**config.mk**
```make
export PLATFORM = sky130hd
export DESIGN_NAME = bram
export DESIGN_NICKNAME = d
export VERILOG_FILES = /design/src/verilog/bram.sv
export SDC_FILE = /design/constraint.sdc
export NUM_CORES = 1
export LEC_CHECK = 0
export ABC_AREA = 1
export BUFFER_PORTS_ARGS = -buffer_cell sky130_fd_sc_hd__buf_2
export CORE_UTILIZATION = 45
export CTS_CLUSTER_DIAMETER = 30
export DETAILED_ROUTE_END_ITERATION = 7
export GPL_ROUTABILITY_DRIVEN = 0
export PLACE_DENSITY = 0.66
export RECOVER_POWER = 25
export SYNTH_ARGS = -nofsm -noshare
export SYNTH_HDL_FRONTEND = slang
export SYNTH_SLANG_ARGS = --single-unit
```
**constraint.sdc**
```tcl
create_clock -name clk -period 1.65 [get_ports clk]
set_input_delay 0.33 -clock clk [delete_from_list [all_inputs] [get_ports clk]]
set_output_delay 0.33 -clock clk [all_outputs]
set_load 0.005 [all_outputs]
```
**src/verilog/bram.sv**
```systemverilog
`timescale 1ns/1ns

module bram #(
  parameter int WIDTH = 8,
  parameter int DEPTH = 16
) (
  input  logic                     clk,
  input  logic                     reset,
  input  logic                     we,
  input  logic [$clog2(DEPTH)-1:0] waddr,
  input  logic [WIDTH-1:0]         din,
  input  logic [$clog2(DEPTH)-1:0] raddr,
  output logic [WIDTH-1:0]         dout
);

  logic [WIDTH-1:0] mem [DEPTH];

  always_ff @(posedge clk) begin
    if (we) begin
      mem[waddr] <= din;
    end
  end

  // Registered read, one cycle after the address
  always_ff @(posedge clk) begin
    if (reset) begin
      dout <= '0;
    end else begin
      dout <= mem[raddr];
    end
  end

endmodule

```
# --- After elaboration in Yosys (flattened, before gate mapping) ---
# Memories as Yosys holds them, arrays and structs flattened. A register that Yosys moved wholly into a read port is not among the register bits.
# Index checks and enable logic that the tools add are counted.
totals:
  reg_bits: 0
  ram_bits: 128
  out_inout_bits: 8
  word_cells: 3
  mem_count: 1
mem_list:
  columns: ["name", "depth", "word_bits", "rd", "rd_clocked_by_memory_dff", "write_ports", "line_no", "rtl"]
  rows:
  - ["mem", 16, 8, 1, 1, 1, "16", "logic [WIDTH-1:0] mem [DEPTH];"]
classes:
  n_mux: 2
ops:
  columns: ["op", "count"]
  rows:
  - ["2-to-1 mux 1 bit", 2]

# --- Logic depth before layout (Yosys ltp) ---
logic_depth:
  word_depth: 2
  depth_mapped: 8
  ltp_nobuf: 7

# --- Least setup slack after synthesis ---
# OpenSTA, ideal clock, no wires.
synth_path:
  path_type: "in2reg"
  start: "input waddr[2]"
  end: "memory mem[10][0], enable pin"
  setup_ns: 0.370
  arrival_ns: 0.911
  setup_slack_ns: 0.369
  path_stages: 2
  path_buffers: 0
  path_cell_list: "nand3b_1 > nor2_1"
synth_rtl:
  columns: ["element", "line_no", "rtl"]
  rows:
  - ["from (decl)", "10", "input logic [$clog2(DEPTH)-1:0] waddr,"]
  - ["to (decl)", "16", null]
# No word-level cell before the write port.

# --- Worst setup path in the final report ---
layout_path:
  start: "register dout[1] (read register of mem)"
  end: "output dout[1]"
layout_rtl:
  columns: ["element", "line_no", "rtl"]
  rows:
  - ["from (decl)", "13", "output logic [WIDTH-1:0] dout"]
# No word-level cell between the ends.

==> impl_metrics.env <==
export IMPL_internal_power_w=0.00605
export IMPL_clock_sinks=136
export IMPL_r2r_setup_slack_ns=0.61
export IMPL_cp_top_family="flip-flops"
export IMPL_ys_types=14
export IMPL_cp_start_kind="flip-flop"
export IMPL_grt_max_degree=65
export IMPL_fp_dieH_um=114
export IMPL_die_area_um2=13100
export IMPL_grt_setup_unrepaired="false"
export IMPL_grt_pass1_wl_um=20500
export IMPL_ys_ff_latch=136
export IMPL_synth_seq_area_share=0.704
export IMPL_finalSetupViolations=0
export IMPL_hpwlAfterDp_um=7960
export IMPL_fin_crit_sh=0.765
export IMPL_cpPeakStageDelay_ns=0.37
export IMPL_worstSkewPairLatency_ns=0.43
export IMPL_io_buffers=26
export IMPL_fmax_mhz=792
export IMPL_power_switching_w=0.00170
export IMPL_maxCapViolCount=0
export IMPL_first_pass_iters=5
export IMPL_seqPwrFrac=0.501
export IMPL_min_period_ns=1.26
export IMPL_crit_arrival_ns=0.93
export IMPL_r2r_start="mem[13][0]"
export IMPL_grt_usage=0.220
export IMPL_drive_gt1_frac=0.126
export IMPL_setup_tns_ns=0
export IMPL_synthesis_nets=555
export IMPL_worstHoldStart="reset"
export IMPL_path_clk_slew_ns=0.06
export IMPL_grt_use_met1=0.305
export IMPL_antennaDiodeCount=0
export IMPL_cts_root_buf="clkbuf_16"
export IMPL_cts_tree="yes"
export IMPL_yosys_area_top_type="edfxtp_1"
export IMPL_syn_inst=536
export IMPL_instances_no_fill=762
export IMPL_required_ns=1.32
export IMPL_worstMarginPinSlew_ns=0.911
export IMPL_outcome="completed"
export IMPL_routedWlPerCell_um=17.0
export IMPL_slew_headroom=0.392
export IMPL_ir_worst_vdd_v=0.000628
export IMPL_switching_share=0.220
export IMPL_crit_path_cell_trace="buf_2"
export IMPL_final_util=0.545
export IMPL_worstRegToRegCells=6
export IMPL_grt_overflow_total=0
export IMPL_final_area_um2=6630
export IMPL_p_clk_frac=0.438
export IMPL_initial_core_util=0.468
export IMPL_top_usage_layer="met2"
export IMPL_clk_path_buf_depth=2
export IMPL_drt_total_wl_um=13000
export IMPL_design_portCount=27
export IMPL_cts_hold_buf=0
export IMPL_hold_viol_final=0
export IMPL_placement_cell_area_um2=6110
export IMPL_grt_pass1_vias=3656
export IMPL_cp_max_fo=1
export IMPL_syn2layout_area_growth_pct=16.5
export IMPL_holdPathEnd="dout[6]"
export IMPL_postCtsSetupRepairBufs=0
export IMPL_synth_top_cell_area_share=0.676
export IMPL_die_x_um=114
export IMPL_yosysWarnings=0
export IMPL_avgSynthCellArea_um2=10.6
export IMPL_cts_made_buffers=17
export IMPL_placed_cells=730
export IMPL_report_final_slew_viol_count=0
export IMPL_met3_usage=0.0476
export IMPL_nNetsFinal=600
export IMPL_syn_area_um2=5690
export IMPL_route_detailed_drc=0
export IMPL_drtAntennaViolNets=0
export IMPL_cts_resized=0
export IMPL_holdCritPathClass="input pin to flip-flop"
export IMPL_p_total_w=0.00775
export IMPL_critPathBufInv=1
export IMPL_path_class="flip-flop to primary output"
export IMPL_core_rowCount=40
export IMPL_htreeDepth=4
export IMPL_holdPathStages=2
export IMPL_fin_skew_ns=0.00620
export IMPL_synthTopCellsByArea="edfxtp_1 68%, nand2_1 13%, nand3_1 7.1%, inv_1 4.5%, dfxtp_1 2.8%"
export IMPL_drt_iter0_drc=483
export IMPL_cp_slowest_cell="dfxtp_1"
export IMPL_num_vias=3824
export IMPL_leakage_nw=2.79
export IMPL_r2r_end="dout[0]"
export IMPL_antenna_found_initial=0
export IMPL_combPwrFrac=0.062
export IMPL_p_per_area_nw_per_um2=1170
export IMPL_viasPerCell=5.02
export IMPL_cp_end_kind="primary output"
export IMPL_use_met2=0.335
export IMPL_design_core_area_um2=12200
layout by cell type (no fill, tap or decap), types with 7 or more instances in the layout:
cell type / instances
clkbuf_16: 17
inv_1: 68
nand2_1: 197
buf_2: 21
dfxtp_1: 8
edfxtp_1: 128
clkbuf_1: 10
clkinv_2: 7
nand3_1: 81
nor2_1: 17
a21oi_1: 8
buf_4: 21
worst reg2reg max path, stage by stage (launching register included):
cell and delay, ns:
edfxtp_1 0.36, inv_1 0.06, nand2_1 0.04, nand3_1 0.14, nand3_1 0.10, nand3_1 0.14, a21oi_1 0.08
per-layer routing:
layer | routed length [um] | share of wire | up-vias
met5 | 0 | 0 | -
met4 | 185 | 0.014 | 0
met3 | 1020 | 0.079 | 22
met2 | 6060 | 0.47 | 165
met1 | 5690 | 0.44 | 1799
li1 | - | - | 1838
worst max-delay path by stage:
| stage | start | endpoint | slack (ns) | depth (start not counted) |
|---|---|---|---|---|
| floorplan | waddr[2] | mem[10][0] | 0.37 | 2 |
| global placement | raddr[0] | dout[2] | 0.18 | 9 |
| detailed placement | raddr[0] | dout[2] | 0.15 | 9 |
| CTS | dout[1] | dout[1] | 0.38 | 1 |
| global route | dout[1] | dout[1] | 0.37 | 1 |
| finish | dout[1] | dout[1] | 0.39 | 1 |
synth_stat cells:
cell type / count
buf_2: 15
a21oi_1: 8
inv_2: 2
buf_1: 1
inv_1: 68
dfxtp_1: 8
nand3b_1: 2
nor2_1: 17
edfxtp_1: 128
nand3_1: 81
clkbuf_1: 2
buf_4: 2
buf_6: 5
nand2_1: 197
power groups by stage:
stage	Clock [W]	Sequential (W)	Combinational [W]
5_1_grt	0.00358	0.00388	0.000534
6_report	0.00339	0.00388	0.000478
3_3_place_gp	0	0.00395	0.000474
2_1_floorplan	0	0.00395	0.000270
4_1_cts	0.00344	0.00388	0.000483
3_5_place_dp	0	0.00395	0.000479
state kept, by name, indices dropped and copies added, names as in the netlist:
| signal | cells |
|---|---|
| mem | 128 |
| dout | 8 |
kinds of logic (layout without fill, tap and decap cells):
group / after synthesis / in the layout / synth area share
flops: 136 / 136 / 0.704
buf+inv: 95 / 153 / 0.0739
simple gates: 297 / 297 / 0.215
compound gates: 8 / 8 / 0.00704
metrics by stage:
step                      hold slack, ns  setup slack (ns)
final                              0.195             0.387
after floorplan                    0.429             0.369
after detailed placement           0.624             0.150
after global placement             0.633             0.178
after CTS                          0.175             0.378
after global routing               0.192             0.368
layout make-up:
type	count	area (um^2)
multi-input combinational	305	1260
sequential	136	4000
inverter	70	263
clock buffer	22	444
fill	1042	5540
clock inverter	10	80.1
timing repair buffer	51	362
tap	168	210
Note: power is estimated with default switching activity, not from simulation.
