### src/verilog/gat_dims_pkg.sv
package gat_dims_pkg;

  // Feature value and weight width
  parameter int DATA_WIDTH = 8;

  // One WH sum, wraps modulo 2**WH_DATA_WIDTH
  parameter int WH_DATA_WIDTH = 12;

  parameter int NUM_FEATURE_IN  = 16;
  parameter int NUM_FEATURE_OUT = 7;

  // Column index into a row of H
  parameter int COL_IDX_WIDTH = $clog2(NUM_FEATURE_IN);

  // A full row holds NUM_FEATURE_IN entries, so one extra bit
  parameter int ROW_LEN_WIDTH = $clog2(NUM_FEATURE_IN + 1);

  // Node count of a subgraph
  parameter int NUM_NODE_WIDTH = 4;

endpackage

### src/verilog/gat_types_pkg.sv
package gat_types_pkg;

  import gat_dims_pkg::*;

  // One word of the node-info memory
  typedef struct packed {
    logic [ROW_LEN_WIDTH-1:0]  row_len;
    logic [NUM_NODE_WIDTH-1:0] num_node;
    logic                      flag;
  } node_info_t;

  // Stored entry of the sparse H matrix
  typedef struct packed {
    logic [DATA_WIDTH-1:0]    value;
    logic [COL_IDX_WIDTH-1:0] col_idx;
  } h_entry_t;

  // Reader to dot product, metadata valid on the last beat
  typedef struct packed {
    logic [DATA_WIDTH-1:0]     value;
    logic [COL_IDX_WIDTH-1:0]  col_idx;
    logic                      row_last;
    logic                      row_empty;
    logic [NUM_NODE_WIDTH-1:0] num_node;
    logic                      flag;
  } sparse_beat_t;

  typedef struct packed {
    logic [NUM_FEATURE_OUT-1:0][WH_DATA_WIDTH-1:0] sums;
    logic [NUM_NODE_WIDTH-1:0]                     num_node;
    logic                                          flag;
  } wh_word_t;

  // Indexed as [output column][input row]
  typedef logic [NUM_FEATURE_OUT-1:0][NUM_FEATURE_IN-1:0][DATA_WIDTH-1:0] weight_t;

endpackage

### src/verilog/sparse_row_reader.sv
`timescale 1ns/1ns

module sparse_row_reader
  import gat_dims_pkg::*;
  import gat_types_pkg::*;
#(
  parameter int TOTAL_NODES       = 20,
  parameter int H_NUM_SPARSE_DATA = 140
) (
  input  logic                                 clk,
  input  logic                                 reset,
  input  logic                                 start,
  output logic [$clog2(TOTAL_NODES)-1:0]       node_info_addr,
  input  node_info_t                           node_info,
  output logic [$clog2(H_NUM_SPARSE_DATA)-1:0] h_addr,
  input  h_entry_t                             h_entry,
  output sparse_beat_t                         beat,
  output logic                                 beat_valid
);

  localparam int ROW_W = $clog2(TOTAL_NODES);
  localparam int PTR_W = $clog2(H_NUM_SPARSE_DATA);

  typedef enum logic [1:0] {IDLE, INFO, DATA} state_t;

  state_t                    state;
  logic [ROW_W-1:0]          row_cnt;
  logic [PTR_W-1:0]          data_ptr;
  logic [ROW_LEN_WIDTH-1:0]  remain;
  logic                      first;
  node_info_t                info_q;
  node_info_t                cur_info;
  logic [ROW_LEN_WIDTH-1:0]  cur_remain;
  logic                      issue;
  logic                      issue_last;
  logic                      issue_empty;
  logic                      req_valid;
  logic                      req_last;
  logic                      req_empty;
  logic [NUM_NODE_WIDTH-1:0] req_num_node;
  logic                      req_flag;

  // Node info arrives in the first data cycle of a row
  assign cur_info    = first ? node_info : info_q;
  assign cur_remain  = first ? node_info.row_len : remain;
  assign issue       = (state == DATA);
  assign issue_empty = (cur_info.row_len == '0);
  assign issue_last  = issue_empty || (cur_remain == ROW_LEN_WIDTH'(1));

  assign node_info_addr = row_cnt;
  assign h_addr         = data_ptr;

  always_ff @(posedge clk) begin
    if (reset) begin
      state    <= IDLE;
      row_cnt  <= '0;
      data_ptr <= '0;
      remain   <= '0;
      first    <= 1'b0;
    end else begin
      case (state)
        IDLE: begin
          if (start) begin
            row_cnt  <= '0;
            data_ptr <= '0;
            state    <= INFO;
          end
        end
        INFO: begin
          first <= 1'b1;
          state <= DATA;
        end
        DATA: begin
          first <= 1'b0;
          if (!issue_empty) begin
            data_ptr <= data_ptr + 1'b1;
            remain   <= cur_remain - 1'b1;
          end
          if (issue_last) begin
            if (row_cnt == ROW_W'(TOTAL_NODES - 1)) begin
              state <= IDLE;
            end else begin
              row_cnt <= row_cnt + 1'b1;
              state   <= INFO;
            end
          end
        end
        default: state <= IDLE;
      endcase
    end
  end

  always_ff @(posedge clk) begin
    if (first) begin
      info_q <= node_info;
    end
  end

  always_ff @(posedge clk) begin
    if (reset) begin
      req_valid  <= 1'b0;
      beat_valid <= 1'b0;
    end else begin
      req_valid  <= issue;
      beat_valid <= req_valid;
    end
  end

  // Metadata waits one cycle for the data memory
  always_ff @(posedge clk) begin
    req_last       <= issue_last;
    req_empty      <= issue_empty;
    req_num_node   <= cur_info.num_node;
    req_flag       <= cur_info.flag;
    beat.value     <= req_empty ? '0 : h_entry.value;
    beat.col_idx   <= h_entry.col_idx;
    beat.row_last  <= req_last;
    beat.row_empty <= req_empty;
    beat.num_node  <= req_num_node;
    beat.flag      <= req_flag;
  end

  assert property (@(posedge clk) disable iff (reset)
    issue && !issue_empty |-> int'(data_ptr) < H_NUM_SPARSE_DATA);

  assert property (@(posedge clk) disable iff (reset)
    start |-> state == IDLE);

endmodule

### config.mk
export PLATFORM = sky130hd
export DESIGN_NAME = sparse_row_reader
export DESIGN_NICKNAME = d
export VERILOG_FILES = /design/src/verilog/gat_dims_pkg.sv /design/src/verilog/gat_types_pkg.sv /design/src/verilog/sparse_row_reader.sv
export SDC_FILE = /design/constraint.sdc
export NUM_CORES = 1
export LEC_CHECK = 0
export BUFFER_PORTS_ARGS = -buffer_cell sky130_fd_sc_hd__buf_2
export CAP_MARGIN = 20
export CELL_PAD_IN_SITES_DETAIL_PLACEMENT = 0
export CELL_PAD_IN_SITES_GLOBAL_PLACEMENT = 2
export CORE_MARGIN = 4
export CORE_UTILIZATION = 34
export CTS_CLUSTER_DIAMETER = 30
export CTS_CLUSTER_SIZE = 40
export DETAILED_ROUTE_END_ITERATION = 12
export GPL_TIMING_DRIVEN = 1
export PLACE_DENSITY = 0.82
export REMOVE_ABC_BUFFERS = 1
export SETUP_SLACK_MARGIN = 0.5
export SYNTH_ARGS = -nofsm -noshare
export SYNTH_HDL_FRONTEND = slang
export SYNTH_SLANG_ARGS = --single-unit
### constraint.sdc
create_clock -name clk -period 5 [get_ports clk]
set_clock_uncertainty 0.1 [all_clocks]
set_input_delay 0.25 -clock clk [delete_from_list [all_inputs] [get_ports clk]]
set_output_delay 0.25 -clock clk [all_outputs]
set_load 0.1 [all_outputs]
; Word level (Yosys, flattened, before mapping)
; Cells that the tools add are included.
[totals]
register_bits = 54
output_inout_bits = 33
elab_cells = 53
[op_classes]
addsub = 3
eq_ne = 8
mux = 14
bitwise_logic = 1
n_reduce_logical = 9
[ops]
columns = cell, n
row1 = 5-bit 2-to-1 mux, 4
row2 = 8-bit 2-to-1 mux, 2
row3 = 8-bit one-hot mux with 2 select lines, 1
row4 = 10-bit 2-to-1 mux, 1
row5 = 5-bit one-hot mux with 2 select lines, 1
row6 = "8-bit by 1-bit adder with 8-bit output, second input constant", 1
row7 = "2-bit inequality test, second input constant", 3
row8 = 2-bit one-hot mux with 3 select lines, 1
row9 = "5-bit by 1-bit adder with 5-bit output, second input constant", 1
row10 = "5-bit by 1-bit equality test with 1-bit output, second input constant", 1
row11 = "5-bit equality test, second input constant", 1
row12 = 5-bit logical NOT, 1
row13 = "5-bit by 1-bit subtractor with 5-bit output, second input constant", 1
row14 = 2-bit 2-to-1 mux, 2
row15 = 2-bit AND reduction, 2
row16 = 4-bit AND reduction, 1
row17 = 2-bit nonzero test, 2
row18 = 3-bit AND reduction, 1
row19 = "2-bit by 1-bit equality test with 1-bit output, second input constant", 1
row20 = "2-bit equality test, second input constant", 1
row21 = 2-bit logical NOT, 1
row22 = "2-bit by 1-bit inequality test with 1-bit output, second input constant", 1
row23 = 1-bit one-hot mux with 2 select lines, 1
row24 = 1-bit logical OR, 1
row25 = other kinds (2), 2

; Depth between registers and ports, before layout
[logic_depth]
word_depth = 5
depth_mapped = 8
ltp_nobuf = 7

; Least setup slack after synthesis
; No wires, ideal clock.
[synth_path]
kind = register to register
from = register row_cnt[0] (netlist: node_info_addr[0])
to = register row_cnt[0] (netlist: node_info_addr[0])
setup_time_ns = 0.071
arrival_time_ns = 2.212
t_required_ns = 4.829
path_slack_ns = 2.617
stages_incl_launch_ff = 7
path_cell_list = dfxtp_1 ha_1 nand4bb_1 and2_1 a211oi_1 o21ai_0 a21oi_1
[synth_via]
elab_chain_len = 4
word_cells_on_any_way = 7
[synth_rtl]
columns = element, line
row1 = "start, declared", sparse_row_reader.sv:27  ; logic [ROW_W-1:0] row_cnt;
row2 = "start signal, assigned", sparse_row_reader.sv:83  ; row_cnt <= row_cnt + 1'b1;
row3 = 5-bit by 1-bit adder with 5-bit output, sparse_row_reader.sv:83
row4 = 5-bit 2-to-1 mux, sparse_row_reader.sv:80  ; if (row_cnt == ROW_W'(TOTAL_NODES - 1)) begin
row5 = 5-bit 2-to-1 mux, sparse_row_reader.sv:79  ; if (issue_last) begin
row6 = 5-bit one-hot mux with 2 select lines, sparse_row_reader.sv:61  ; case (state)
; Several ways; a longest one is shown, not always the timed one. The select of a mux whose other input is x is not followed.
; A chain may end at the register's enable or synchronous reset.

; Final worst setup path
[layout_path]
from = register state[0]
to = register row_cnt[3] (netlist: node_info_addr[3])
[layout_via]
elab_chain_len = 3
word_cells_on_any_way = 8
[layout_rtl]
columns = element, line
row1 = "start, declared", sparse_row_reader.sv:26  ; state_t state;
row2 = "start signal, assigned", sparse_row_reader.sv:55  ; state <= IDLE;
row3 = "start signal, assigned", sparse_row_reader.sv:66  ; state <= INFO;
row4 = "start signal, assigned", sparse_row_reader.sv:71  ; state <= DATA;
row5 = 2-bit equality test (*), n/a
row6 = net issue, sparse_row_reader.sv:34  ; logic issue;
row7 = "2-bit inequality test (no source line), or another cell as far along", n/a
row8 = 4-bit AND reduction (no source line), n/a
; The timed path passes the listed nets; every way through them passes the cells marked *.

==> impl_summary.txt <==
----------------------------------------------------
[Outcome]
  Run status ... completed

[Synthesis]
  Number of distinct library cells after synthesis ... 58
  Flip-flop cell with the highest count after synthesis ... dfxtp_1
  Commonest cells in the netlist ... dfxtp_1 (49), nand2_1 (15), inv_1 (14), nor2_1 (14), a21oi_1 (11)
  Share of synthesized cell area in full adder, half adder and majority cells ... 4.334%
  Share of synthesized area occupied by flip-flops and latches ... 48.97%
  Synth warnings ... 0
  Mean instance size in the synthesized netlist ... 10.04 um^2
  XOR/XNOR share of the synthesized area ... 0.3792%
  Post-synth design cell area ... 0.002310 mm^2
  Number of instances in the synthesized netlist ... 230
  Top-count cell post-synth ... dfxtp_1
  Flip-flop and latch count after synthesis ... 54
  Mux contribution to synthesized area ... 4.171%
  Largest family of logic cells by synthesized area ... compound AO/OA/AOI/OAI gates
  Post-synthesis simple-gate area fraction ... 16.52%
  Synthesized-area fraction occupied by ao, oa, aoi and oai cells ... 21.51%
  Main area contributors after synthesis ... dfxtp_1 (42%), edfxtp_1 (6.5%), ha_1 (4.3%)
  Area leader, netlist ... dfxtp_1
  Synth top area share ... 42.47%
  Number of enable flip-flop cells after synthesis ... 5
  Share of flip-flops with an asynchronous set or reset ... 0%

[Worst hold path]
  Worst min-delay path class ... primary input to flop

[Setup path]
  Kind of start point of the critical path ... flop
  Largest driver fanout on the critical path ... 15
  Minimum setup slack among reg-to-reg paths ... 2360 ps
  Largest incremental delay on the critical path ... 600 ps
  Reg2reg path depth ... 7
  Cell-by-cell trace of the critical path ... inv_1 -> ha_1 -> clkinv_1 -> a21boi_0 -> a21oi_1 -> o311ai_0 -> o41ai_1
  Launch instance of the worst register-to-register path ... state[0]
  Worst Setup SP ... state[0]
  Worst Path Buf+Inv ... 2
  Critical path depth ... 7
  Data required time at the worst endpoint ... 5080 ps
  Critical path's top delay family ... compound AO/OA/AOI/OAI gates
  RR Endpoint ... node_info_addr[3]
  Kind of critical path ... flop to flop
  Critical-path cell with the highest stage delay ... a21boi_0
  Arrival time worst endpoint ... 2730 ps
  Type of destination of the critical path ... flop
  Capture point of the worst path ... node_info_addr[3]

[Clock network]
  Clock slew at reported path FFs ... 110 ps
  Clock tree from TritonCTS ... yes
  Worst skew pair latency ... 310 ps
  TritonCTS buffer count ... 5
  Post-CTS Setup Inserts ... 0
  Clock Tree Root ... clkbuf_8
  Number of levels the H-tree was split into ... 2
  Buffers from clock root to sink, at most ... 2
  Clk sink count ... 54

[Detailed routing]
  Vias per std cell ... 5.163
  Initial DRT Pass Iterations ... 4
  Total vias in the final route ... 1931
  Wire per inst ... 14.71 um
  DRT Wirelength ... 5500 um
  Detailed Route Iter0 Violations ... 172
  Final routed DRC violation total ... 0
  Remaining antenna violation count ... 0

[Cells and area]
  Final net count ... 329
  Core utilization of the finished layout ... 44.03%
  Layout overhead on the synthesized area ... 23.13%
  Antenna Diode Count ... 0
  Share of final-layout standard cells stronger than drive strength 1 ... 26.60%
  Final cell count without fillers ... 374

[Global route]
  Antenna violations before repair ... 0
  GR Util All Layers ... 13.30%
  Largest net degree at the start of global routing ... 26
  Total global routing overflow ... 0
  Wire length of the first global-routing pass ... 9052 um
  Vias in the first global route ... 1805

[STA]
  WHS ... 51.41 ps
  Worst Tran Pin Value ... 1021 ps
  Final setup vio count ... 0
  Max Slew Vio Count ... 0
  Ratio of final minimum period to clock period ... 52.87%
  Unrepaired setup endpoints after global routing ... false
  Relative max-transition margin ... 31.84%
  Hold Fails Final Rpt ... 0
  Shortest clock period the worst path allows after layout ... 2644 ps
  Post-Route Setup TNS ... 0 ps
  Achievable frequency ... 0.3783 GHz

[Floorplan]
  Total die area ... 0.008176 mm^2
  Die Height ... 90.42 um
  Floorplan Core Area ... 0.006459 mm^2
  Die Wd ... 90.42 um
  Number of ports placed on the die boundary ... 58
  Floorplan row count ... 29
  Effective utilization at floorplan ... 35.76%

[Job]
  Number of max-cap violations ... 0

[Placement]
  GPL Wtd Cong ... 0.7446
  Placed cells ... 357
  Detailed placement HPWL ... 3893 um
  PortBufs ... 57

[Power]
  Power per unit of standard cell area ... 536.8 mW/mm^2
  VDD IR max ... 0.2079 mV
  Total design power ... 1527 uW
  Leakage power ... 0.001214 uW

----------------------------------------------------
==> metal layers <==
metal,vias to the layer above,global-route usage (%),wire (um)
li1,983,-,-
met1,860,17.87,2725
met2,79,21.10,2375
met3,9,3.000,317
met4,0,4.337,81
met5,-,0,0
==> worst min-delay path by stage <==
stage,from,depth (start not counted),to
after detailed placement,req_last,0,beat[6]
after global routing,h_entry[4],2,beat[11]
final,h_entry[10],2,beat[17]
after global placement,req_last,0,beat[6]
after floorplan,h_entry[3],0,beat[10]
after CTS,node_info[2],1,req_num_node[1]
==> cells by family after synthesis <==
| logic type | count (synthesis) |
|---|---|
| simple gates | 70 |
| xor+xnor | 1 |
| buf+inv | 23 |
| mux | 8 |
| compound gates | 66 |
| flops | 54 |
| fa+ha+maj | 8 |
==> area by class of cell <==
type	instances	area [um^2]
multi-input combinational	153	1084
sequential	54	1131
inverter	16	60.06
tap	77	96.34
timing repair buffer	66	375.4
fill	624	3615
clock inverter	3	28.78
clock buffer	5	68.82
==> placed cells by master, fill, tap and decap left out, types with 2 or more instances in the layout <==
cell type	instances
o31ai_1	2
a21oi_2	2
or3_1	3
o2111ai_1	2
ha_1	8
nor2_1	14
inv_1	14
dfxtp_1	49
mux2i_1	4
a32oi_1	2
and3_1	2
o41ai_1	4
a31oi_1	2
nand2b_1	2
nand2_1	15
clkinv_1	2
a211oi_1	5
a21o_1	2
dlygate4sd3_1	9
nor2b_1	10
mux2_2	3
clkinv_4	2
a21oi_1	11
nor3_1	6
nand4_1	6
buf_2	57
edfxtp_1	5
o21ai_0	10
a41o_1	2
o211ai_1	4
nand3_1	5
clkbuf_8	5
a41oi_1	2
==> metrics by stage <==
stage	worst slack [ps]	cell area [um^2]
2_1_floorplan	2618	2275
3_3_place_gp	2357	2656
3_5_place_dp	2382	2656
4_1_cts	2361	2794
5_1_grt	2105	2844
6_report	2356	2844
==> state kept, by name, indices dropped and copies added (netlist names) <==
signal,count
beat,19
beat_valid,1
first,1
h_addr,8
info_q,5
node_info_addr,5
remain,5
req_empty,1
req_flag,1
req_last,1
req_num_node,4
req_valid,1
state,2
==> timing repair <==
item / in CTS / in global routing
resized for setup: 0 / 0
hold endpoints to repair: 4 / 5
hold buffers: 4 / 5
==> where the power goes <==
group	switching (uW)	internal (uW)	total (uW)	leakage [uW]
Clock	152	104	257	0.0000502
Combinational	475	193	667	0.000713
Sequential	78.4	524	603	0.000451
Total	705	821	1530	0.00121
Note: power is estimated with default switching activity, not from simulation.
