### config.mk
export PLATFORM = sky130hd
export DESIGN_NAME = wh_dot_product
export DESIGN_NICKNAME = d
export VERILOG_FILES = /design/src/verilog/gat_dims_pkg.sv /design/src/verilog/gat_types_pkg.sv /design/src/verilog/wh_dot_product.sv
export SDC_FILE = /design/constraint.sdc
export NUM_CORES = 1
export LEC_CHECK = 0
export BUFFER_PORTS_ARGS = -buffer_cell sky130_fd_sc_hd__buf_2
export CAP_MARGIN = 20
export CORE_AREA = 2 2 397 399
export CTS_CLUSTER_SIZE = 25
export DETAILED_ROUTE_END_ITERATION = 16
export DIE_AREA = 0 0 399 401
export PLACE_DENSITY = 0.35
export SYNTH_ARGS = -nofsm -noshare
export SYNTH_HDL_FRONTEND = slang
export SYNTH_SLANG_ARGS = --single-unit
### constraint.sdc
create_clock -name clk -period 20.2 [get_ports clk]
set_input_delay 2.02 -clock clk [delete_from_list [all_inputs] [get_ports clk]]
set_output_delay 2.02 -clock clk [all_outputs]
set_load 0.005 [all_outputs]
### src/verilog/gat_dims_pkg.sv
package gat_dims_pkg;

  // Feature value and weight width
  parameter int DATA_WIDTH = 8;

  // One WH sum, wraps modulo 2**WH_DATA_WIDTH
  parameter int WH_DATA_WIDTH = 12;

  parameter int NUM_FEATURE_IN  = 16;
  parameter int NUM_FEATURE_OUT = 7;

  // Column index into a row of H
  parameter int COL_IDX_WIDTH = $clog2(NUM_FEATURE_IN);

  // A full row holds NUM_FEATURE_IN entries, so one extra bit
  parameter int ROW_LEN_WIDTH = $clog2(NUM_FEATURE_IN + 1);

  // Node count of a subgraph
  parameter int NUM_NODE_WIDTH = 4;

endpackage

### src/verilog/gat_types_pkg.sv
package gat_types_pkg;

  import gat_dims_pkg::*;

  // One word of the node-info memory
  typedef struct packed {
    logic [ROW_LEN_WIDTH-1:0]  row_len;
    logic [NUM_NODE_WIDTH-1:0] num_node;
    logic                      flag;
  } node_info_t;

  // Stored entry of the sparse H matrix
  typedef struct packed {
    logic [DATA_WIDTH-1:0]    value;
    logic [COL_IDX_WIDTH-1:0] col_idx;
  } h_entry_t;

  // Reader to dot product, metadata valid on the last beat
  typedef struct packed {
    logic [DATA_WIDTH-1:0]     value;
    logic [COL_IDX_WIDTH-1:0]  col_idx;
    logic                      row_last;
    logic                      row_empty;
    logic [NUM_NODE_WIDTH-1:0] num_node;
    logic                      flag;
  } sparse_beat_t;

  typedef struct packed {
    logic [NUM_FEATURE_OUT-1:0][WH_DATA_WIDTH-1:0] sums;
    logic [NUM_NODE_WIDTH-1:0]                     num_node;
    logic                                          flag;
  } wh_word_t;

  // Indexed as [output column][input row]
  typedef logic [NUM_FEATURE_OUT-1:0][NUM_FEATURE_IN-1:0][DATA_WIDTH-1:0] weight_t;

endpackage

### src/verilog/wh_dot_product.sv
`timescale 1ns/1ns

module wh_dot_product
  import gat_dims_pkg::*;
  import gat_types_pkg::*;
(
  input  logic         clk,
  input  logic         reset,
  input  weight_t      wgt,
  input  sparse_beat_t beat,
  input  logic         beat_valid,
  output wh_word_t     row,
  output logic         row_valid
);

  logic [NUM_FEATURE_OUT-1:0][WH_DATA_WIDTH-1:0] prod;
  logic [NUM_FEATURE_OUT-1:0][WH_DATA_WIDTH-1:0] acc;
  logic [NUM_FEATURE_OUT-1:0][WH_DATA_WIDTH-1:0] acc_next;
  logic                                          p1_valid;
  logic                                          p1_last;
  logic                                          p1_empty;
  logic [NUM_NODE_WIDTH-1:0]                     p1_num_node;
  logic                                          p1_flag;
  logic                                          row_empty;

  // Stage one, one product per output column
  always_ff @(posedge clk) begin
    for (int k = 0; k < NUM_FEATURE_OUT; k++) begin
      if (beat.row_empty) begin
        prod[k] <= '0;
      end else begin
        prod[k] <= WH_DATA_WIDTH'(beat.value * wgt[k][beat.col_idx]);
      end
    end
    p1_last     <= beat.row_last;
    p1_empty    <= beat.row_empty;
    p1_num_node <= beat.num_node;
    p1_flag     <= beat.flag;
  end

  always_ff @(posedge clk) begin
    if (reset) begin
      p1_valid <= 1'b0;
    end else begin
      p1_valid <= beat_valid;
    end
  end

  // Sums wrap at WH_DATA_WIDTH
  always_comb begin
    for (int k = 0; k < NUM_FEATURE_OUT; k++) begin
      acc_next[k] = acc[k] + prod[k];
    end
  end

  // Stage two
  always_ff @(posedge clk) begin
    if (reset) begin
      acc       <= '0;
      row_valid <= 1'b0;
      row_empty <= 1'b0;
    end else begin
      row_valid <= p1_valid && p1_last;
      if (p1_valid) begin
        acc <= p1_last ? '0 : acc_next;
        if (p1_last) begin
          row_empty <= p1_empty;
        end
      end
    end
  end

  always_ff @(posedge clk) begin
    if (p1_valid && p1_last) begin
      row.sums     <= acc_next;
      row.num_node <= p1_num_node;
      row.flag     <= p1_flag;
    end
  end

  assert property (@(posedge clk) disable iff (reset)
    row_valid ##1 row_valid |-> row_empty);

endmodule

---- After elaboration in Yosys (flattened, before gate mapping) ----
Cells that the tools add are included.
word-level totals
  register bits after elaboration ......... 265
  word-level logic and storage cells ...... 59
operators by class
  add/subtract/negate cells ............... 7
  $mul .................................... 7
  order comparisons ....................... 1
  mux-type cells .......................... 15
  reduce and logical (&&, ||, !) cells .... 1
operator list
  operator              number
  $bmux W8 S4           7
  $add A12 B12 Y12      7
  $mul A8 B8 Y12        7
  $mux W84              1
  $mux W8               7
  $lt A4 B5 Y1 const B  1
  $logic_and A1 B1 Y1   1

---- Logic depth before layout (Yosys ltp) ----
Gate-level depths: netlist of run 1.
  depth in word-level cells ............... 3
  mapped depth ............................ 26

---- Worst setup path before layout of run 1 ----
Ideal clock, no wire load.
  path type ............................... input to register
  start ................................... input port beat[8] (netlist name)
  end ..................................... register prod[11] (netlist name)
  setup time .............................. 0.115 ns
  arrival time ............................ 7.854 ns
  data required time ...................... 20.085 ns
  setup slack ............................. 12.231 ns
  stages on the path ...................... 25
  buffers on the path ..................... 6
  cells stage by stage .................... buf_6 buf_12 buf_8 buf_8 buf_6 clkbuf_1 mux4_2 mux4_2 and2_1 fa_1 inv_1 fa_1 inv_1 fa_1 inv_1 fa_1 inv_1 ha_1 a21oi_1 nor2b_1 a311o_1 o31ai_1 xnor3_1 xnor2_1 nor2_1
on the way
  word-level cells in the longest chain between the ends .. 3
ends and longest elaborated chain
  item                             line                  source
  from (decl)                      wh_dot_product.sv:10  input sparse_beat_t beat,
  $bmux W8 S4                      wh_dot_product.sv:32  prod[k] <= WH_DATA_WIDTH'(beat.value * wgt[k][beat.col_idx]);
  $mux W8 (not written as such)    wh_dot_product.sv:32
  $mul A8 B8 Y12                   wh_dot_product.sv:32
  to (signal, indexed assignment)  wh_dot_product.sv:32
  to (decl)                        wh_dot_product.sv:16  logic [NUM_FEATURE_OUT-1:0][WH_DATA_WIDTH-1:0] prod;
Every way passes these cells. The select of a mux whose other input is x is not followed.
A chain may end at the register's enable or synchronous reset.

---- Worst setup path after layout of run 1 ----
  start ................................... input port beat[7] (netlist name)
  end ..................................... register prod[11] (netlist name)
The elaborated chain is that of the path after synthesis.

==> results.md, run 1 <==
* RSZ-0062 raised after global routing: false
* Internal power at 0.002104 W
* Vias per cell at 4.311
* Worst Path Max Fanout at 98
* Hpwl dp at approximately 120000 um
* Post-synth EDFFs at a little under 90
* Remaining routing DRC violations at 0
* DR pass1 iterations at 7
* Worst slew margin at 32.85%
* Hold crit path type: flip-flop to flip-flop
* Distinct cell type count after synthesis at 64
* Worst endpoint required time at around 21000 ps
* Post-synth top area share at 15.73%
* Most common cell after layout, fill and taps aside: buf_2
* Number of global-route vias before repair at about 27000
* Post-synthesis register bit count at 265
* Post-DP Area at 37450 um^2
* Ys flop type: dfxtp_1
* Total grt overflow at 0
* YS warnings at 0
* Die Ht at 401 um
* Pins over their slew limit at 0
* Post-CTS Hold Buffers at 0
* Count of final hold-check violations at 0
* Pre-CTS WS at 10570 ps
* DR WL/cell at 25.02 um
* Post-CTS setup buffer count at 0
* Io pins at 1008
* VDD IR max at 0.05084 mV
* Starting density of the core at between 10% and 20%
* I/O Buffers at 1007
* Cells after Synth at about 2800
* Worst-Margin Slew at approximately 1000 ps
* Number of max-cap violations at 0
* Sequential power share at approximately a fifth
* Num CTS Buffers at 36
* Clock Latency Late Sink at 560 ps
* Net Sw Frac at between 40% and 50%
* WL final at roughly 150000 um
* Final WS setup at approximately 11000 ps
* Achievable Freq at 0.1117 GHz
* CTS clk-pin slew, worst paths at 50 ps
* Final setup violation count at 0
* Synthesized area per cell at 10.89 um^2
* CORE AREA at 155700 um^2
* Fill cells at ~17000
* Clock power frac at 17.9%
* Clock Sinks at 265
* Final Net Count at 5106
* Seq/Total Area, Yosys at 20.31%
* Comb power frac at ~62%
* Area grow syn2layout at 27.04%
* Root buf cell: clkbuf_16
* Share of layout cells above drive strength 1 at 35.94%
* Largest net degree at the start of global routing at 99
* CP arrival at a little over 9000 ps
* CTS tree: done
* FP Rows at around 150
* Initial antenna violation count at 86
* Yosys top cell by area: mux4_2
* Post-DRT Antenna Nets at 0
* Switching pwr at 0.001592 W
* Leak pwr at 17.93 nW
* FFs w/ async S/R, synth at 0%
* Die width at between 300 and 400 um
* Mapped Nets at approximately 4200
* Setup TNS at 0 ps
* Tot GR Track Use at 18.09%
* Startpoint types: input pin
* Min Tclk post-route at 8955 ps
* First-pass GRT wire length at slightly above 200000 um
* Kind of critical path: input pin to flip-flop
* Longest Clk Path Bufs at 3
* Status: finished, final reports clean
* Final Cell Area at 38750 um^2
* Die ar. at approximately 160000 um^2
* Power density over the cells at between 90 and 100 nW/um^2
* Iteration-0 DRC Markers at 1388
* Worst clock skew at ~29 ps
* Via Count at 25230
* Cts repair resizes at 0
* Area contributors post-synth: mux4_2 16%, fa_1 15%, dfxtp_1 12%
* Final Wtd Congestion at 0.8657
* Most frequent cells in the layout: 1003 x buf_2, 356 x inv_1, 298 x and2_1
* Period utilization at 44.33%
* CP endpoint kind: flip-flop
* Syn Std Cell Area at around 30000 um^2
* H-Tree Depth at 2
-- logic make-up (layout without fill, tap and decap cells) --
kind of cell / count (synthesis) / count (layout) / synth area share, %
xor+xnor: 164 / 164 / 5.189
simple gates: 749 / 749 / 13.35
compound gates: 321 / 321 / 7.264
mux: 329 / 329 / 21.81
buf+inv: 512 / 1463 / 7.613
fa+ha+maj: 462 / 462 / 24.46
other cells: 0 / 41 / 0
flops: 265 / 265 / 20.31
-- routing by layer --
metal	GRT usage, %	share of wire (%)	wire (um)
met3	3.933	7.2	10490
met2	30.20	47	69100
met1	24.03	44	63740
met5	0	0.19	276
met4	3.278	1.9	2843
-- state kept, by name (all words and copies together) (netlist names) --
signal / flops
p1_flag: 1
acc: 84
p1_last: 1
row: 89
prod: 84
p1_valid: 1
p1_num_node: 4
row_valid: 1
-- cells in the mapped netlist, drive strengths merged, types with 45 or more instances --
master and number:
o21ai 45, edfxtp 89, xnor2 98, mux4 253
inv 357, clkbuf 81, fa 224, and2 303
a21oi 82, nand2 105, mux2i 71, xor2 56
buf 73, nor2 149, nor2b 75, dfxtp 176
ha 238
-- power groups by stage --
stage / sequential [W] / combinational (W) / clock [W]
after detailed placement: 0.000751 / 0.00232 / 0
after CTS: 0.000741 / 0.00234 / 0.000694
final: 0.000739 / 0.00229 / 0.000662
after global routing: 0.000748 / 0.00265 / 0.000710
after global placement: 0.000754 / 0.00234 / 0
after floorplan: 0.000704 / 0.00168 / 0
-- worst max-delay path, cell delays in order --
cell and delay [ps]:
buf_8 460, buf_4 550, buf_12 470, mux4_1 640
mux4_2 600, and2_1 230, fa_1 530, inv_1 50
fa_1 530, inv_1 50, fa_1 470, inv_1 50
fa_1 470, inv_1 40, ha_1 330, a21oi_1 160
nor2b_1 60, a311o_1 350, o31ai_1 230, xnor3_1 440
xnor2_1 160, nor2_1 50
-- worst paths after layout --
path                            slack [ps]        to      startpoint  cells past startpoint
worst max register to register       16960   row[64]        prod[49]                      8
worst min-delay path                   410    row[2]  p1_num_node[1]                      0
worst max-delay path                 11240  prod[11]         beat[7]                     22
worst min register to register         410    row[2]  p1_num_node[1]                      0
-- stage by stage --
stage / hold slack, ps / total power [W] / utilization [%] / std cells
2_1_floorplan: 385.5 / 0.002387 / - / 2802
3_3_place_gp: 385.6 / 0.003089 / 24.06 / 5746
3_5_place_dp: 391.2 / 0.003075 / 24.06 / 5746
4_1_cts: 406.3 / 0.003779 / 24.83 / 5811
5_1_grt: 409.6 / 0.004111 / 24.84 / 5821
6_report: 405.2 / 0.003696 / 24.89 / 5852
-- final cells by class --
cell class | instances | area (um^2) | share of cell area (%)
tap | 2058 | 2575 | 6.645
timing repair buffer | 1040 | 5335 | 13.77
inverter | 358 | 1344 | 3.468
sequential | 265 | 6197 | 15.99
multi-input combinational | 2025 | 22000 | 56.78
clock inverter | 21 | 192.7 | 0.4972
clock buffer | 44 | 1003 | 2.590
antenna | 41 | 102.6 | 0.2648
Note: power is estimated with default switching activity, not from simulation.
==> run 2: changes to the inputs <==
--- a/config.mk
+++ b/config.mk
@@ -7,11 +7,11 @@
 export LEC_CHECK = 0
 export BUFFER_PORTS_ARGS = -buffer_cell sky130_fd_sc_hd__buf_2
 export CAP_MARGIN = 20
-export CORE_AREA = 2 2 397 399
+export CORE_AREA = 2 2 388 390
 export CTS_CLUSTER_SIZE = 25
 export DETAILED_ROUTE_END_ITERATION = 16
-export DIE_AREA = 0 0 399 401
-export PLACE_DENSITY = 0.35
+export DIE_AREA = 0 0 390 392
+export PLACE_DENSITY = 0.36
 export SYNTH_ARGS = -nofsm -noshare
 export SYNTH_HDL_FRONTEND = slang
 export SYNTH_SLANG_ARGS = --single-unit
==> constraint.sdc (replaced) <==
create_clock -name clk -period 9.4 [get_ports clk]
set_input_delay 0.94 -clock clk [delete_from_list [all_inputs] [get_ports clk]]
set_output_delay 0.94 -clock clk [all_outputs]
set_load 0.005 [all_outputs]
==> run 2 against run 1 <==
  * Clock skew shrank 9.9 ps
  * Clock power rose by 110%
  * Clock-buffer cell count down 2
  * Cell count is 1.1% lower
  * Die area decreased by 4.4%
  * Core utilization grew 1.1 points
  * Worst hold slack got worse by 5.0 ps
  * Sequential power grew 110%
  * Power is 110% higher
  * Worst setup slack got worse by 8600 ps
  * Largest power group unchanged
==> results.md, run 2 (synthesis gave the netlist of run 1 again) <==
* Status: finished, final reports clean
* Multi-input logic area at 22000 um^2
* Worst Path Max Fanout at 54
* Die ar. at ~150000 um^2
* Number of max-cap violations at 0
* Count of final hold-check violations at 0
* CTS clk-pin slew, worst paths at 50 ps
* WL final at 144200 um
* Max reg flops at 89
* Iteration-0 DRC Markers at 1340
* Area grow syn2layout at 27.10%
* Final Cell Area at slightly below 40000 um^2
* Final Net Count at 5121
* Num CTS Buffers at 36
* Switching pwr at 0.003416 W
* Clock power frac at 17.6%
* Power density over the cells at slightly above 200 nW/um^2
* RSZ-0062 raised after global routing: false
* First-pass GRT wire length at between 150000 and 200000 um
* Number of global-route vias before repair at 26290
* Clock Latency Late Sink at 560 ps
* Longest Clk Path Bufs at 3
* Worst-Margin Slew at 1100 ps
* Sequential power share at about a fifth
* Final setup violation count at 0
* Share of layout cells above drive strength 1 at 36.18%
* FP Rows at 142
* Remaining routing DRC violations at 0
* I/O Buffers at 1007
* Setup TNS at 0 ps
* Register Area at 6197 um^2
* Io pins at 1008
* DR WL/cell at between 20 and 25 um
* Vias per cell at 4.390
* Most frequent cells in the layout: 1003 x buf_2, 356 x inv_1, 298 x and2_1
* Largest net degree at the start of global routing at 79
* Root buf cell: clkbuf_16
* H-Tree Depth at 2
* Post-DRT Antenna Nets at 0
* Achievable Freq at 0.1479 GHz
* Internal power at 0.004514 W
* Clock Sinks at 265
* Register containing the most flip-flops in the final layout: row
* Min Tclk post-route at 6762 ps
* Hold crit path type: flip-flop to flip-flop
* CTS tree: done
* Post-CTS Hold Buffers at 0
* Post-CTS setup buffer count at 0
* VDD IR max at 0.1253 mV
* Total grt overflow at 0
* Worst endpoint required time at 9880 ps
* Leak pwr at 17.99 nW
* CORE AREA at 148900 um^2
* Startpoint types: input pin
* Pre-CTS WS at 2012 ps
* Most common cell after layout, fill and taps aside: buf_2
* Slowest library cell on the worst path: mux4_2
* Via Count at 25400
* Die width at roughly 390 um
* Tot GR Track Use at 18.36%
* Crit-path cells: buf_8, buf_12, mux4_1, mux4_2, and2_1, fa_1, inv_1, fa_1, inv_1, fa_1, inv_1, fa_1, inv_1, ha_1, a21oi_1, nor2b_1, a311o_1, o31ai_1, xnor2_1, xnor3_1, nor2_1
* Post-DP Area at 37420 um^2
* Cts repair resizes at 0
* Largest regs: row: 89 flops, acc: 84 flops, prod: 84 flops
* Die Ht at 392 um
* Fill cells at roughly 16000
* Max incr delay on CP at 610 ps
* Final WS setup at 2638 ps
* Kind of critical path: input pin to flip-flop
* CP arrival at 7250 ps
* Pins over their slew limit at 0
* Net Sw Frac at roughly 43%
* Comb power frac at 62.5%
* DR pass1 iterations at 5
* Final Wtd Congestion at 0.8443
* Worst clock skew at 18.66 ps
* Starting density of the core at 20.49%
* Hpwl dp at 121300 um
* Period utilization at 71.94%
* Worst slew margin at 24.74%
* CP endpoint kind: flip-flop
* Initial antenna violation count at 85
==> run 2: changes by cell type in the layout (fill, tap and decap cells not counted) <==
cell and change:
buf_4 +15, buf_8 +1, bufinv_16 +1, clkbuf_1 +1, clkbuf_16 -1, clkbuf_8 -3
clkinv_1 -3, clkinv_2 +4, clkinv_4 -1, clkinvlp_4 -2, diode_2 +36, inv_6 -1
==> run 2: power by group through the flow <==
stage / logic [W] / clock network (W) / registers, W
2_1_floorplan: 0.00362 / 0 / 0.00151
3_3_place_gp: 0.00502 / 0 / 0.00161
3_5_place_dp: 0.00500 / 0 / 0.00160
4_1_cts: 0.00504 / 0.00146 / 0.00158
5_1_grt: 0.00571 / 0.00150 / 0.00160
6_report: 0.00496 / 0.00140 / 0.00158
==> run 2: cell type report <==
cell class	count	share of cell area, %
diodes	77	0.4970
clock buffers	42	2.462
clock inverters	19	0.5131
inverters	358	3.466
multi-input cells	2025	56.75
flip-flops and latches	265	15.98
well taps	1944	6.274
repair buffers	1055	14.05
==> run 2: per-stage QoR <==
stage                     total power (W)  cells  utilization (%)  hold slack, ps
after floorplan                  0.005131   2802                -           385.5
after global placement           0.006628   5646            25.13           386.2
after detailed placement         0.006598   5647            25.14           389.6
after CTS                        0.008084   5708            25.91           402.8
after global routing             0.008802   5741            25.97           415.8
final                            0.007930   5785            26.04           400.2
==> run 2: worst paths after layout <==
kind / start / endpoint / slack, ps / cells after the start
max reg2reg: acc[49] / row[64] / 6290 / 8
max: beat[7] / prod[47] / 2640 / 21
min reg2reg: p1_num_node[1] / row[2] / 400 / 0
min: p1_num_node[1] / row[2] / 400 / 0
==> run 2: routing by layer <==
| metal | GRT usage (%) | share of wire [%] |
|---|---|---|
| met2 | 28.04 | 45 |
| met3 | 4.258 | 7.7 |
| met1 | 25.20 | 44 |
| met4 | 6.557 | 2.8 |
| met5 | 0 | 0.19 |
==> run 2: worst max-delay path: cells and delay by family <==
family                   cells  cell delay, ps
AO/OA/AOI/OAI                3             780
multiplexers                 2            1210
AND/OR/NAND/NOR              3             370
buffers and inverters        6            1100
adder cells (fa/ha/maj)      5            2320
XOR/XNOR                     2             420
